File: config.mk
export PLATFORM = sky130hd
export DESIGN_NAME = eth_tx_framer
export DESIGN_NICKNAME = d
export VERILOG_FILES = /design/src/hw/axis_pkg.sv /design/src/hw/eth_pkg.sv /design/src/hw/axis_reg_slice.sv /design/src/hw/eth_framer_fsm.sv /design/src/hw/eth_hdr_beat_cnt.sv /design/src/hw/eth_beat_builder.sv /design/src/hw/eth_tx_framer.sv
export VERILOG_INCLUDE_DIRS = /design/src /design/src/hw
export SDC_FILE = /design/constraint.sdc
export NUM_CORES = 1
export LEC_CHECK = 0
export ABC_AREA = 1
export BUFFER_PORTS_ARGS = -buffer_cell sky130_fd_sc_hd__buf_2
export CAP_MARGIN = 20
export CORE_ASPECT_RATIO = 2
export CORE_MARGIN = 5
export CORE_UTILIZATION = 48
export CTS_CLUSTER_DIAMETER = 30
export DETAILED_ROUTE_END_ITERATION = 10
export GPL_ROUTABILITY_DRIVEN = 0
export PLACE_DENSITY_LB_ADDON = 0.12
export REMOVE_ABC_BUFFERS = 1
export SKIP_CTS_REPAIR_TIMING = 1
export SLEW_MARGIN = 0
export SYNTH_ARGS = -nofsm -noshare
export SYNTH_HDL_FRONTEND = slang
export SYNTH_SLANG_ARGS = --single-unit
File: constraint.sdc
create_clock -name clk -period 10.25 [get_ports clk]
set_input_delay 1.025 -clock clk [delete_from_list [all_inputs] [get_ports clk]]
set_output_delay 1.025 -clock clk [all_outputs]
set_load 0.01 [all_outputs]
File: src/hw/eth_settings.svh
`ifndef ETH_SETTINGS_SVH
`define ETH_SETTINGS_SVH

// Stream width in bytes
// Must divide the header length, so 1, 2, 7 or 14
`define ETH_AXIS_BYTES 2

// Destination MAC, source MAC and ethertype
`define ETH_HDR_BYTES 14

// Beats needed to send the header on the stream
`define ETH_HDR_BEATS (`ETH_HDR_BYTES / `ETH_AXIS_BYTES)

// Header beat index width of at least one bit
`define ETH_HDR_IDX_W ((`ETH_HDR_BEATS > 1) ? $clog2(`ETH_HDR_BEATS) : 1)

`endif

File: src/hw/axis_pkg.sv
`include "eth_settings.svh"

package axis_pkg;

// Byte lanes of one beat with lane 0 in bits [7:0]
typedef logic [8*`ETH_AXIS_BYTES-1:0] axis_data_t;

// One bit per byte lane
typedef logic [`ETH_AXIS_BYTES-1:0] axis_keep_t;

// One beat of the byte stream
typedef struct packed {
	axis_data_t tdata;
	axis_keep_t tkeep;
	logic       tlast;
} axis_beat_t;

endpackage

File: src/hw/eth_pkg.sv
`include "eth_settings.svh"

package eth_pkg;

import axis_pkg::*;

localparam int ETH_MAC_BYTES = 6;

// Header fields as they arrive on the sideband
typedef struct packed {
	logic [8*ETH_MAC_BYTES-1:0] dst_mac;
	logic [8*ETH_MAC_BYTES-1:0] src_mac;
	logic [15:0]                ethertype;
} eth_hdr_t;

// Header bytes in wire order with element 0 going out first
typedef logic [`ETH_HDR_BYTES-1:0][7:0] eth_hdr_bytes_t;

// Index of the header beat being sent
typedef logic [`ETH_HDR_IDX_W-1:0] eth_hdr_idx_t;

// Payload beat plus the header of the frame it belongs to
typedef struct packed {
	axis_beat_t stream;
	eth_hdr_t   hdr;
} eth_in_beat_t;

typedef enum logic [0:0] {
	ST_HEADER  = 1'b0,
	ST_PAYLOAD = 1'b1
} eth_framer_state_t;

endpackage

File: src/hw/axis_reg_slice.sv
`timescale 1ns/100ps

module axis_reg_slice
	import axis_pkg::*;
#(
	parameter type T = axis_beat_t
) (
	input  logic clk,
	input  logic sresetn,

	input  logic s_valid_i,
	input  T     s_data_i,
	output logic s_ready_o,

	output logic m_valid_o,
	output T     m_data_o,
	input  logic m_ready_i
);

// Input side opens one cycle after reset is released
logic open_q;
logic full_q;
T     data_q;

// Accept when empty, or when the held beat leaves this cycle
assign s_ready_o = open_q && (!full_q || m_ready_i);
assign m_valid_o = full_q;
assign m_data_o  = data_q;

always_ff @(posedge clk)
begin
	if (!sresetn)
	begin
		open_q <= 1'b0;
		full_q <= 1'b0;
	end
	else
	begin
		open_q <= 1'b1;
		if (s_ready_o)
		begin
			full_q <= s_valid_i;
		end
	end
end

always_ff @(posedge clk)
begin
	if (s_valid_i && s_ready_o)
	begin
		data_q <= s_data_i;
	end
end

// A stalled beat must still be there, unchanged, on the next cycle
a_hold_stable: assert property (@(posedge clk) disable iff (!sresetn)
	(m_valid_o && !m_ready_i) |=> (m_valid_o && $stable(m_data_o)))
	else $error("axis_reg_slice: held beat changed while stalled");

endmodule

File: src/hw/eth_framer_fsm.sv
`timescale 1ns/100ps

module eth_framer_fsm
	import eth_pkg::*;
(
	input  logic              clk,
	input  logic              sresetn,

	// Header beat accepted downstream
	input  logic              hdr_fire_i,
	// Current header beat is the last one
	input  logic              hdr_last_i,
	// Final payload beat of the frame accepted downstream
	input  logic              pay_last_fire_i,

	output eth_framer_state_t state_o
);

eth_framer_state_t state_q;
eth_framer_state_t state_d;

assign state_o = state_q;

always_comb
begin
	state_d = state_q;
	case (state_q)
		ST_HEADER:
		begin
			// Whole header sent so the payload follows
			if (hdr_fire_i && hdr_last_i)
			begin
				state_d = ST_PAYLOAD;
			end
		end
		ST_PAYLOAD:
		begin
			// Frame done so the next one starts with its header
			if (pay_last_fire_i)
			begin
				state_d = ST_HEADER;
			end
		end
		default:
		begin
			state_d = ST_HEADER;
		end
	endcase
end

always_ff @(posedge clk)
begin
	if (!sresetn)
	begin
		state_q <= ST_HEADER;
	end
	else
	begin
		state_q <= state_d;
	end
end

// The builder may only emit header beats while in the header state
a_hdr_in_header: assert property (@(posedge clk) disable iff (!sresetn)
	hdr_fire_i |-> (state_q == ST_HEADER))
	else $error("eth_framer_fsm: header beat sent during payload");

// And the frame can only end once its header is out
a_last_in_payload: assert property (@(posedge clk) disable iff (!sresetn)
	pay_last_fire_i |-> (state_q == ST_PAYLOAD))
	else $error("eth_framer_fsm: payload end seen during header");

endmodule

File: src/hw/eth_hdr_beat_cnt.sv
`timescale 1ns/100ps
`include "eth_settings.svh"

module eth_hdr_beat_cnt
	import eth_pkg::*;
(
	input  logic         clk,
	input  logic         sresetn,

	input  logic         hdr_fire_i,

	output eth_hdr_idx_t beat_idx_o,
	output logic         hdr_last_o
);

localparam eth_hdr_idx_t LAST_IDX = eth_hdr_idx_t'(`ETH_HDR_BEATS - 1);

eth_hdr_idx_t idx_q;

assign beat_idx_o = idx_q;
assign hdr_last_o = (idx_q == LAST_IDX);

always_ff @(posedge clk)
begin
	if (!sresetn)
	begin
		idx_q <= '0;
	end
	else if (hdr_fire_i)
	begin
		// Wrap so the next frame starts at its first header beat
		if (hdr_last_o)
		begin
			idx_q <= '0;
		end
		else
		begin
			idx_q <= idx_q + 1'b1;
		end
	end
end

a_idx_range: assert property (@(posedge clk) disable iff (!sresetn)
	int'(beat_idx_o) < `ETH_HDR_BEATS)
	else $error("eth_hdr_beat_cnt: header beat index out of range");

endmodule

File: src/hw/eth_beat_builder.sv
`timescale 1ns/100ps
`include "eth_settings.svh"

module eth_beat_builder
	import axis_pkg::*;
	import eth_pkg::*;
(
	input  eth_framer_state_t state_i,
	input  eth_hdr_idx_t      beat_idx_i,

	// Head of the input slice
	input  logic              head_valid_i,
	input  eth_in_beat_t      head_beat_i,
	output logic              head_ready_o,

	// Towards the output slice
	input  logic              out_ready_i,
	output logic              out_valid_o,
	output axis_beat_t        out_beat_o,

	output logic              hdr_fire_o,
	output logic              pay_last_fire_o
);

// Header must split into whole beats
if ((`ETH_HDR_BYTES % `ETH_AXIS_BYTES) != 0)
begin : g_bad_width
	$error("eth_beat_builder: ETH_AXIS_BYTES must divide the header length");
end

logic           in_header;
eth_hdr_bytes_t hdr_bytes;
axis_data_t     hdr_data;

assign in_header = (state_i == ST_HEADER);

// MACs and ethertype go out most significant byte first
always_comb
begin
	for (int i = 0; i < ETH_MAC_BYTES; i++)
	begin
		hdr_bytes[i]                 = head_beat_i.hdr.dst_mac[8*(ETH_MAC_BYTES-1-i) +: 8];
		hdr_bytes[ETH_MAC_BYTES + i] = head_beat_i.hdr.src_mac[8*(ETH_MAC_BYTES-1-i) +: 8];
	end
	hdr_bytes[2*ETH_MAC_BYTES]     = head_beat_i.hdr.ethertype[15:8];
	hdr_bytes[2*ETH_MAC_BYTES + 1] = head_beat_i.hdr.ethertype[7:0];
end

// Lane j of header beat n carries wire byte n*width + j
always_comb
begin
	for (int j = 0; j < `ETH_AXIS_BYTES; j++)
	begin
		hdr_data[8*j +: 8] = hdr_bytes[int'(beat_idx_i) * `ETH_AXIS_BYTES + j];
	end
end

always_comb
begin
	out_valid_o  = head_valid_i;
	out_beat_o   = head_beat_i.stream;
	head_ready_o = 1'b0;
	if (in_header)
	begin
		// Head beat stays put while only its sideband is read
		out_beat_o.tdata = hdr_data;
		out_beat_o.tkeep = '1;
		out_beat_o.tlast = 1'b0;
	end
	else
	begin
		head_ready_o = out_ready_i;
	end
end

assign hdr_fire_o      = in_header && head_valid_i && out_ready_i;
assign pay_last_fire_o = !in_header && head_valid_i && out_ready_i
	&& head_beat_i.stream.tlast;

endmodule

File: src/hw/eth_tx_framer.sv
`timescale 1ns/100ps

module eth_tx_framer
	import axis_pkg::*;
	import eth_pkg::*;
(
	input  logic         clk,
	input  logic         sresetn,

	// Payload stream with per-beat header sideband
	input  logic         in_valid_i,
	input  eth_in_beat_t in_beat_i,
	output logic         in_ready_o,

	// Header followed by payload
	output logic         out_valid_o,
	output axis_beat_t   out_beat_o,
	input  logic         out_ready_i
);

logic              head_valid;
logic              head_ready;
eth_in_beat_t      head_beat;

logic              bld_valid;
logic              bld_ready;
axis_beat_t        bld_beat;

eth_framer_state_t state;
eth_hdr_idx_t      beat_idx;
logic              hdr_last;
logic              hdr_fire;
logic              pay_last_fire;

axis_reg_slice #(
	.T(eth_in_beat_t)
) u_in_slice (
	.clk       (clk),
	.sresetn   (sresetn),
	.s_valid_i (in_valid_i),
	.s_data_i  (in_beat_i),
	.s_ready_o (in_ready_o),
	.m_valid_o (head_valid),
	.m_data_o  (head_beat),
	.m_ready_i (head_ready)
);

eth_framer_fsm u_fsm (
	.clk             (clk),
	.sresetn         (sresetn),
	.hdr_fire_i      (hdr_fire),
	.hdr_last_i      (hdr_last),
	.pay_last_fire_i (pay_last_fire),
	.state_o         (state)
);

eth_hdr_beat_cnt u_cnt (
	.clk        (clk),
	.sresetn    (sresetn),
	.hdr_fire_i (hdr_fire),
	.beat_idx_o (beat_idx),
	.hdr_last_o (hdr_last)
);

eth_beat_builder u_builder (
	.state_i         (state),
	.beat_idx_i      (beat_idx),
	.head_valid_i    (head_valid),
	.head_beat_i     (head_beat),
	.head_ready_o    (head_ready),
	.out_ready_i     (bld_ready),
	.out_valid_o     (bld_valid),
	.out_beat_o      (bld_beat),
	.hdr_fire_o      (hdr_fire),
	.pay_last_fire_o (pay_last_fire)
);

axis_reg_slice #(
	.T(axis_beat_t)
) u_out_slice (
	.clk       (clk),
	.sresetn   (sresetn),
	.s_valid_i (bld_valid),
	.s_data_i  (bld_beat),
	.s_ready_o (bld_ready),
	.m_valid_o (out_valid_o),
	.m_data_o  (out_beat_o),
	.m_ready_i (out_ready_i)
);

endmodule

### Word-level counts from Yosys, hierarchy flattened

Index checks and enable logic that the tools add are counted.

| storage, ports and cells | value |
|---|---|
| output and inout port bits | 21 |
| register bits after elaboration | 157 |
| word-level logic and storage cells | 46 |

| operators by class | value |
|---|---|
| equal/unequal tests | 1 |
| bitwise operators | 1 |
| reduce and logical (&&, ||, !) cells | 14 |
| muxes and demuxes | 12 |
| magnitude comparators | 2 |
| add/sub/neg operators | 2 |

Operator list:

| kind | number |
|---|---|
| 8-bit binary-select mux with 4-bit select | 1 |
| 32-bit by 6-bit less-than comparator with 1-bit output (second input constant) | 1 |
| 8-bit binary-select mux with 3-bit select | 1 |
| 8-bit two-way mux | 3 |
| 19-bit two-way mux | 1 |
| 1-bit logical AND | 10 |
| 4-bit by 1-bit adder with 5-bit output (second input constant) | 1 |
| 4-bit by 5-bit less-than comparator with 1-bit output (second input constant) | 1 |
| 1-bit two-way mux | 4 |
| 3-bit by 1-bit adder with 3-bit output (second input constant) | 1 |
| 3-bit equality test (second input constant) | 1 |
| 3-bit two-way mux | 1 |
| 1-bit logical NOT | 2 |
| 1-bit logical OR | 2 |
| 1-bit one-hot mux with 2 select lines | 1 |
| 1-bit inverter | 1 |

### Depth between registers and ports, before layout

Gate-level depths: netlist of run 1.

| logic depth | value |
|---|---|
| depth after elaboration | 7 |
| depth in mapped cells | 9 |
| depth with buffers taken out | 7 |

### By module

From an unflattened synthesis of run 1, not the netlist that was laid out.

| second synthesis, totals | value |
|---|---|
| cells, all modules | 560 |
| area, all modules | 6362.4 sq um |

By module, submodules not included:

| module | area each (sq um) | cells each | sequential area each (sq um) | times used |
|---|---|---|---|---|
| axis_reg_slice (u_in_slice) | 4026.4 | 143 | 3973.8 | 1 |
| eth_beat_builder | 1502.7 | 359 | 0.0 | 1 |
| axis_reg_slice (u_out_slice) | 663.1 | 31 | 610.6 | 1 |
| eth_hdr_beat_cnt | 133.9 | 22 | 60.1 | 1 |
| eth_framer_fsm | 36.3 | 5 | 20.0 | 1 |

### Least setup slack after synthesis of run 1

OpenSTA, ideal clock, no wires.

| path | value |
|---|---|
| path kind | in2reg |
| from | input out_ready_i |
| to | register u_in_slice.data_q (netlist bit u_in_slice.m_data_o[0]), enable pin |
| data arrival time | 10240 ps |
| path buffers | 0 |
| slack | -773 ps |
| cell stages on the path | 6 |
| setup time | 783 ps |
| cell sequence | inv_1 a21oi_1 nand2_1 nand2_1 inv_1 nor3_1 |

| between the ends | value |
|---|---|
| cells in the longest elaborated chain, start to end | 6 |

Ends and longest elaborated chain:

| element | line | RTL |
|---|---|---|
| from (decl) | eth_tx_framer.sv:18 | `input logic out_ready_i` |
| 1-bit logical OR | axis_reg_slice.sv:26 | `assign s_ready_o = open_q && (!full_q \|\| m_ready_i);` |
| 1-bit logical AND | axis_reg_slice.sv:26 |  |
| 1-bit two-way mux | eth_beat_builder.sv:63 | `if (in_header)` |
| 1-bit logical OR | axis_reg_slice.sv:26 |  |
| 1-bit logical AND | axis_reg_slice.sv:26 |  |
| 1-bit logical AND | axis_reg_slice.sv:49 | `if (s_valid_i && s_ready_o)` |
| to (signal assigned) | axis_reg_slice.sv:51 | `data_q <= s_data_i;` |
| to (decl) | axis_reg_slice.sv:23 | `T data_q;` |

No other way between the ends.
A chain may end at the register's enable or synchronous reset.

### Final worst setup path of run 1

| path | value |
|---|---|
| from | input out_ready_i |
| to | output in_ready_o |

| between the ends | value |
|---|---|
| cells in the longest elaborated chain, start to end | 5 |

Ends and longest elaborated chain:

| element | line | RTL |
|---|---|---|
| 1-bit logical OR | axis_reg_slice.sv:26 |  |
| 1-bit logical AND | axis_reg_slice.sv:26 |  |
| 1-bit two-way mux | eth_beat_builder.sv:63 |  |
| 1-bit logical OR | axis_reg_slice.sv:26 |  |
| 1-bit logical AND | axis_reg_slice.sv:26 |  |
| to (decl) | eth_tx_framer.sv:13 | `output logic in_ready_o,` |

No other way between the ends.

==> impl_metrics.tcl, run 1 <==
set metrics [dict create \
    fp.dieArea_mm2 0.0159 \
    fin_cells 885 \
    slew_headroom_pct 39.1 \
    ios 156 \
    p_leak_nw 3.47 \
    vias_per_cell 4.92 \
    cp_max_fo 3 \
    clock_latency_ns 0.41 \
    drive_gt1_share_pct 26.9 \
    vias 4351 \
    wl_met2_mm 7.45 \
    port_buffers 155 \
    drt_first_pass_iters 4 \
    clk_path_buf_depth 2 \
    reg2reg_from "u_cnt.beat_idx_o[0]" \
    root_buffer "clkbuf_16" \
    die_height_um 173 \
    finalCritPeriodShare_pct 27.2 \
    fin_hold_ws_ns 0.511 \
    post-synth-top-area-cell "edfxtp_1" \
    synthesis.instances 568 \
    yosys-top-cells-area "edfxtp_1 70%, nand2_1 11%, inv_1 3.7%, nor2_1 3.3%, nand3_1 2.6%" \
    hold-path-endpoint "u_out_slice.m_data_o[2]" \
    crit_path_top_delay_cell "a21oi_1" \
    grt_max_degree 72 \
    layout_commonest_cell "nand2_1" \
    cts_tree "done" \
    ys_seq_elements 157 \
    row_count 59 \
    ys_types 20 \
    setup_violations 0 \
    worst-slew-pin-transition_ns 0.913 \
    htree_levels 4 \
    reg2reg_to "u_out_slice.m_data_o[13]" \
    dr.max_layer_used "met4" \
    grt_usage_pct 17.5 \
    slowest_delay_ns 0.21 \
    rsz0062_at_grt "no" \
    hold_violations 0 \
    place_inst 852 \
    drt_iter0_drc 182 \
    clkSinkCount 157 \
    grt_pass1_wl_mm 21.5 \
    clk_pin_slew_ns 0.06 \
    r2r_slack_ns 7.92 \
    post-dp-hpwl_mm 9.20 \
    wl_met1_mm 5.32 \
    status "complete, no violations" \
    cp-end-kind "output pin" \
    yosysWarnings 0 \
    hp-class "register to register" \
    numCtsBuffers 17 \
    wire_per_inst_um 15.6 \
    final_cell_mix "190 x nand2_1, 155 x buf_2, 150 x edfxtp_1" \
    coreArea_mm2 0.0131 \
    ys_seq_area_share_pct 72.7 \
    whs_path_depth 1 \
    start_util_pct 48.9 \
    pre_cts_slack_ns 7.41 \
    netlist_area_mm2 0.00639 \
    gr-total-overflow 0 \
    power.density_mw_per_mm2 186 \
    worstSetupStartpointType "input port" \
    period_minus_slack_ns 2.79 \
    crit_family "buffers and inverters" \
    dieWidth_um 91.6 \
    synth.avg_cell_area_um2 11.2 \
    netlist.area_leader.share_pct 70.5 \
    area_growth_pct 22.1 \
    critical_path_class "input port to output pin" \
    dr_wl_met3_um 683 \
    worstPathCellList "buf_2 > inv_1 > a21oi_1 > nand2_1 > nand2_1 > inv_1 > nor2_1 > buf_2" \
    ir_drop_v 0.000118 \
    num-nets-final 854 \
    timing.final.ws_setup_ns 7.46 \
    cp.required_ns 9.23 \
    worstHoldStart "u_in_slice.m_data_o[114]" \
    fmax_ghz 0.359 \
    antenna_found_initial 1 \
    grt_pass1_vias 4590 \
    slew_viol_final 0 \
    remaining_drc_errors 0 \
    max_cap_violations 0 \
    wl_mm 13.8 \
    antenna_left 0 \
    clock_skew_ns 0.00889 \
    reg2reg_depth 7 \
    path_buf_inv 4 \
    crit_arrival_ns 1.76 \
]
## worst max-delay path by stage
stage                      from                  endpoint  slack (ns)  cells after the start
floorplan           out_ready_i    u_in_slice.m_data_o[0]       -0.77                      6
global placement    out_ready_i  u_in_slice.m_data_o[102]        7.48                      8
detailed placement  out_ready_i   u_in_slice.m_data_o[60]        7.41                      8
CTS                 out_ready_i                in_ready_o        7.45                      8
global route        out_ready_i                in_ready_o        7.32                      8
finish              out_ready_i                in_ready_o        7.46                      8
## state kept, by name, summed over array words and instances (netlist names)
register and cells:
u_in_slice.m_valid_o 1, u_out_slice.m_data_o 19, u_out_slice.m_valid_o 1, u_in_slice.m_data_o 131
u_in_slice.open_q 1, u_fsm.state_o 1, u_cnt.beat_idx_o 3
## report_power, final
group	switching (mW)	internal [mW]	leakage, nW
Clock	0.265	0.369	0.289
Sequential	0.0103	0.734	1.44
Combinational	0.0432	0.0315	1.74
Total	0.318	1.13	3.47
## stage by stage
step	area (um2)	total power [mW]	util [%]	setup TNS, ns
after floorplan	6210	0.798	-	-101.20
after global placement	7200	0.832	55.1	0
after detailed placement	7200	0.835	55.1	0
after CTS	7800	1.47	59.7	0
after global routing	7800	1.50	59.7	0
final	7800	1.45	59.7	0
## metal layers
metal,track usage [%],vias up
met3,3.87,30
met2,32.1,146
met5,0,-
met4,7.75,0
met1,18.8,2001
li1,-,2174
## cell families (layout without fill, tap and decap cells)
logic type	after synthesis	count (layout)	synth area share [%]
other	0	1	0
AO/OA/AOI/OAI	22	22	1.72
buffers and inverters	91	255	6.68
flip-flops	157	157	72.7
AND/OR/NAND/NOR	298	298	18.9
## cell usage after synthesis, drive strengths merged
cell type and number:
dfxtp 7, clkbuf 1, a21oi 18, o21ai 4, nor3 1, nand4 14, nand3 33, inv 66
or2 2, edfxtp 150, nor2 58, nand2 190, buf 24
## final cells by class
type                    instances  area (um2)
flip-flops and latches        157        4650
multi-input cells             320        1320
well taps                     152         190
diodes                          1        2.50
fillers                      1085        5260
clock inverters                14         170
repair buffers                157         791
clock buffers                  18         429
inverters                      66         250
Note: power is estimated with default switching activity, not from simulation.
==> inputs of run 2 (changes only) <==
- CORE_UTILIZATION: 48 -> 51
- clock period: 10.25 -> 2.8 ns (I/O delays scaled with it)
==> impl_metrics.tcl, run 2 (synthesized netlist as in run 1, its figures left out) <==
set metrics [dict create \
    regArea_mm2 0.00465 \
    worstHoldStart "sresetn" \
    grt_pass1_wl_mm 20.9 \
    cp.required_ns 2.89 \
    largest_reg_flops 131 \
    clock_skew_ns 0.0110 \
    drt_iter0_drc 271 \
    r2r_slack_ns 0.78 \
    rsz0062_at_grt "no" \
    dieWidth_um 89.2 \
    drt_first_pass_iters 4 \
    finalCritPeriodShare_pct 72.0 \
    clk_pin_slew_ns 0.06 \
    pre_cts_slack_ns 0.829 \
    cp_max_fo 46 \
    period_minus_slack_ns 2.02 \
    drive_gt1_share_pct 27.0 \
    setup_violations 0 \
    vias 4288 \
    hp-class "input port to register" \
    fmax_ghz 0.496 \
    crit_arrival_ns 2.11 \
    p_total_mw 5.23 \
    reg2reg_from "u_in_slice.open_q" \
    clkSinkCount 157 \
    cp-end-kind "register" \
    grt_usage_pct 18.6 \
    utilization_pct 63.2 \
    ir_drop_v 0.000522 \
    hold-path-endpoint "u_in_slice.open_q" \
    gr-total-overflow 0 \
    slew_headroom_pct 42.8 \
    remaining_drc_errors 0 \
    htree_levels 4 \
    row_count 58 \
    num-nets-final 859 \
    slew_viol_final 0 \
    whs_path_depth 1 \
    max_cap_violations 0 \
    reg2reg_depth 7 \
    cts_tree "done" \
    reg2reg_to "u_in_slice.m_data_o[43]" \
    status "complete, no violations" \
    root_buffer "clkbuf_16" \
    p_leak_nw 3.49 \
    area_growth_pct 22.8 \
    port_buffers 155 \
    post-dp-hpwl_mm 8.50 \
    vias_per_cell 4.83 \
    critical_path_class "register to register" \
    antenna_left 0 \
    coreArea_mm2 0.0124 \
    num_antenna_cells 0 \
    wire_per_inst_um 15.0 \
    worst-slew-pin-transition_ns 0.858 \
    hold_violations 0 \
    fp.dieArea_mm2 0.0150 \
    die_height_um 168 \
    grt_pass1_vias 4255 \
    final_cell_mix "190 x nand2_1, 155 x buf_2, 150 x edfxtp_1" \
    antenna_found_initial 0 \
    multi_input_area_mm2 0.00132 \
    numCtsBuffers 17 \
    clock_latency_ns 0.41 \
    ios 156 \
    timing.final.ws_setup_ns 0.783 \
    start_util_pct 51.5 \
    power.density_mw_per_mm2 666 \
    layout_commonest_cell "nand2_1" \
    wl_mm 13.3 \
    worstSetupStartpointType "register" \
    grt_max_degree 72 \
    nFillCells 993 \
    clk_path_buf_depth 2 \
]
[run 2: layout make-up]
class | count | share of cell area [%]
sequential | 157 | 59.2
clock inverter | 12 | 1.72
clock buffer | 20 | 5.57
multi-input combinational | 320 | 16.9
timing repair buffer | 162 | 11.0
inverter | 66 | 3.19
tap | 150 | 2.39
[run 2: metal layers]
| layer | vias to the layer above | global-route usage [%] | routed length (um) |
|---|---|---|---|
| li1 | 2180 | - | - |
| met1 | 1940 | 24.5 | 5580 |
| met2 | 151 | 30.1 | 6620 |
| met3 | 17 | 4.65 | 945 |
| met4 | 0 | 5.44 | 173 |
| met5 | - | 0 | 0 |
[run 2: through the flow]
stage / std cells / hold WS, ns / setup TNS (ns) / area (um2)
after floorplan: 543 / 0.308 / -989.65 / 6210
after global placement: 855 / 0.432 / 0 / 7270
after detailed placement: 855 / 0.433 / 0 / 7270
after CTS: 887 / 0.000573 / 0 / 7850
after global routing: 887 / 0.00342 / 0 / 7850
final: 887 / 0.0146 / 0 / 7850
[run 2: worst max-delay path by stage]
stage                         endpoint         startpoint  depth (start not counted)
2_1_floorplan   u_in_slice.m_data_o[0]  u_in_slice.open_q                          6
3_3_place_gp   u_in_slice.m_data_o[39]  u_in_slice.open_q                          7
3_5_place_dp   u_in_slice.m_data_o[54]  u_in_slice.open_q                          7
4_1_cts        u_in_slice.m_data_o[22]  u_in_slice.open_q                          7
5_1_grt        u_in_slice.m_data_o[28]  u_in_slice.open_q                          7
6_report       u_in_slice.m_data_o[43]  u_in_slice.open_q                          7
[run 2: power by group]
| part | switching [mW] | internal [mW] | total [mW] |
|---|---|---|---|
| combinational | 0.171 | 0.124 | 0.295 |
| clock | 0.903 | 1.32 | 2.22 |
| sequential | 0.0241 | 2.69 | 2.71 |
[run 2: critical path: stages (launching register included)]
cell	delay, ns
dfxtp_1	0.35
inv_1	0.09
a21oi_1	0.21
nand2_1	0.07
nand2_1	0.08
inv_1	0.06
nor3_2	0.48
buf_12	0.32
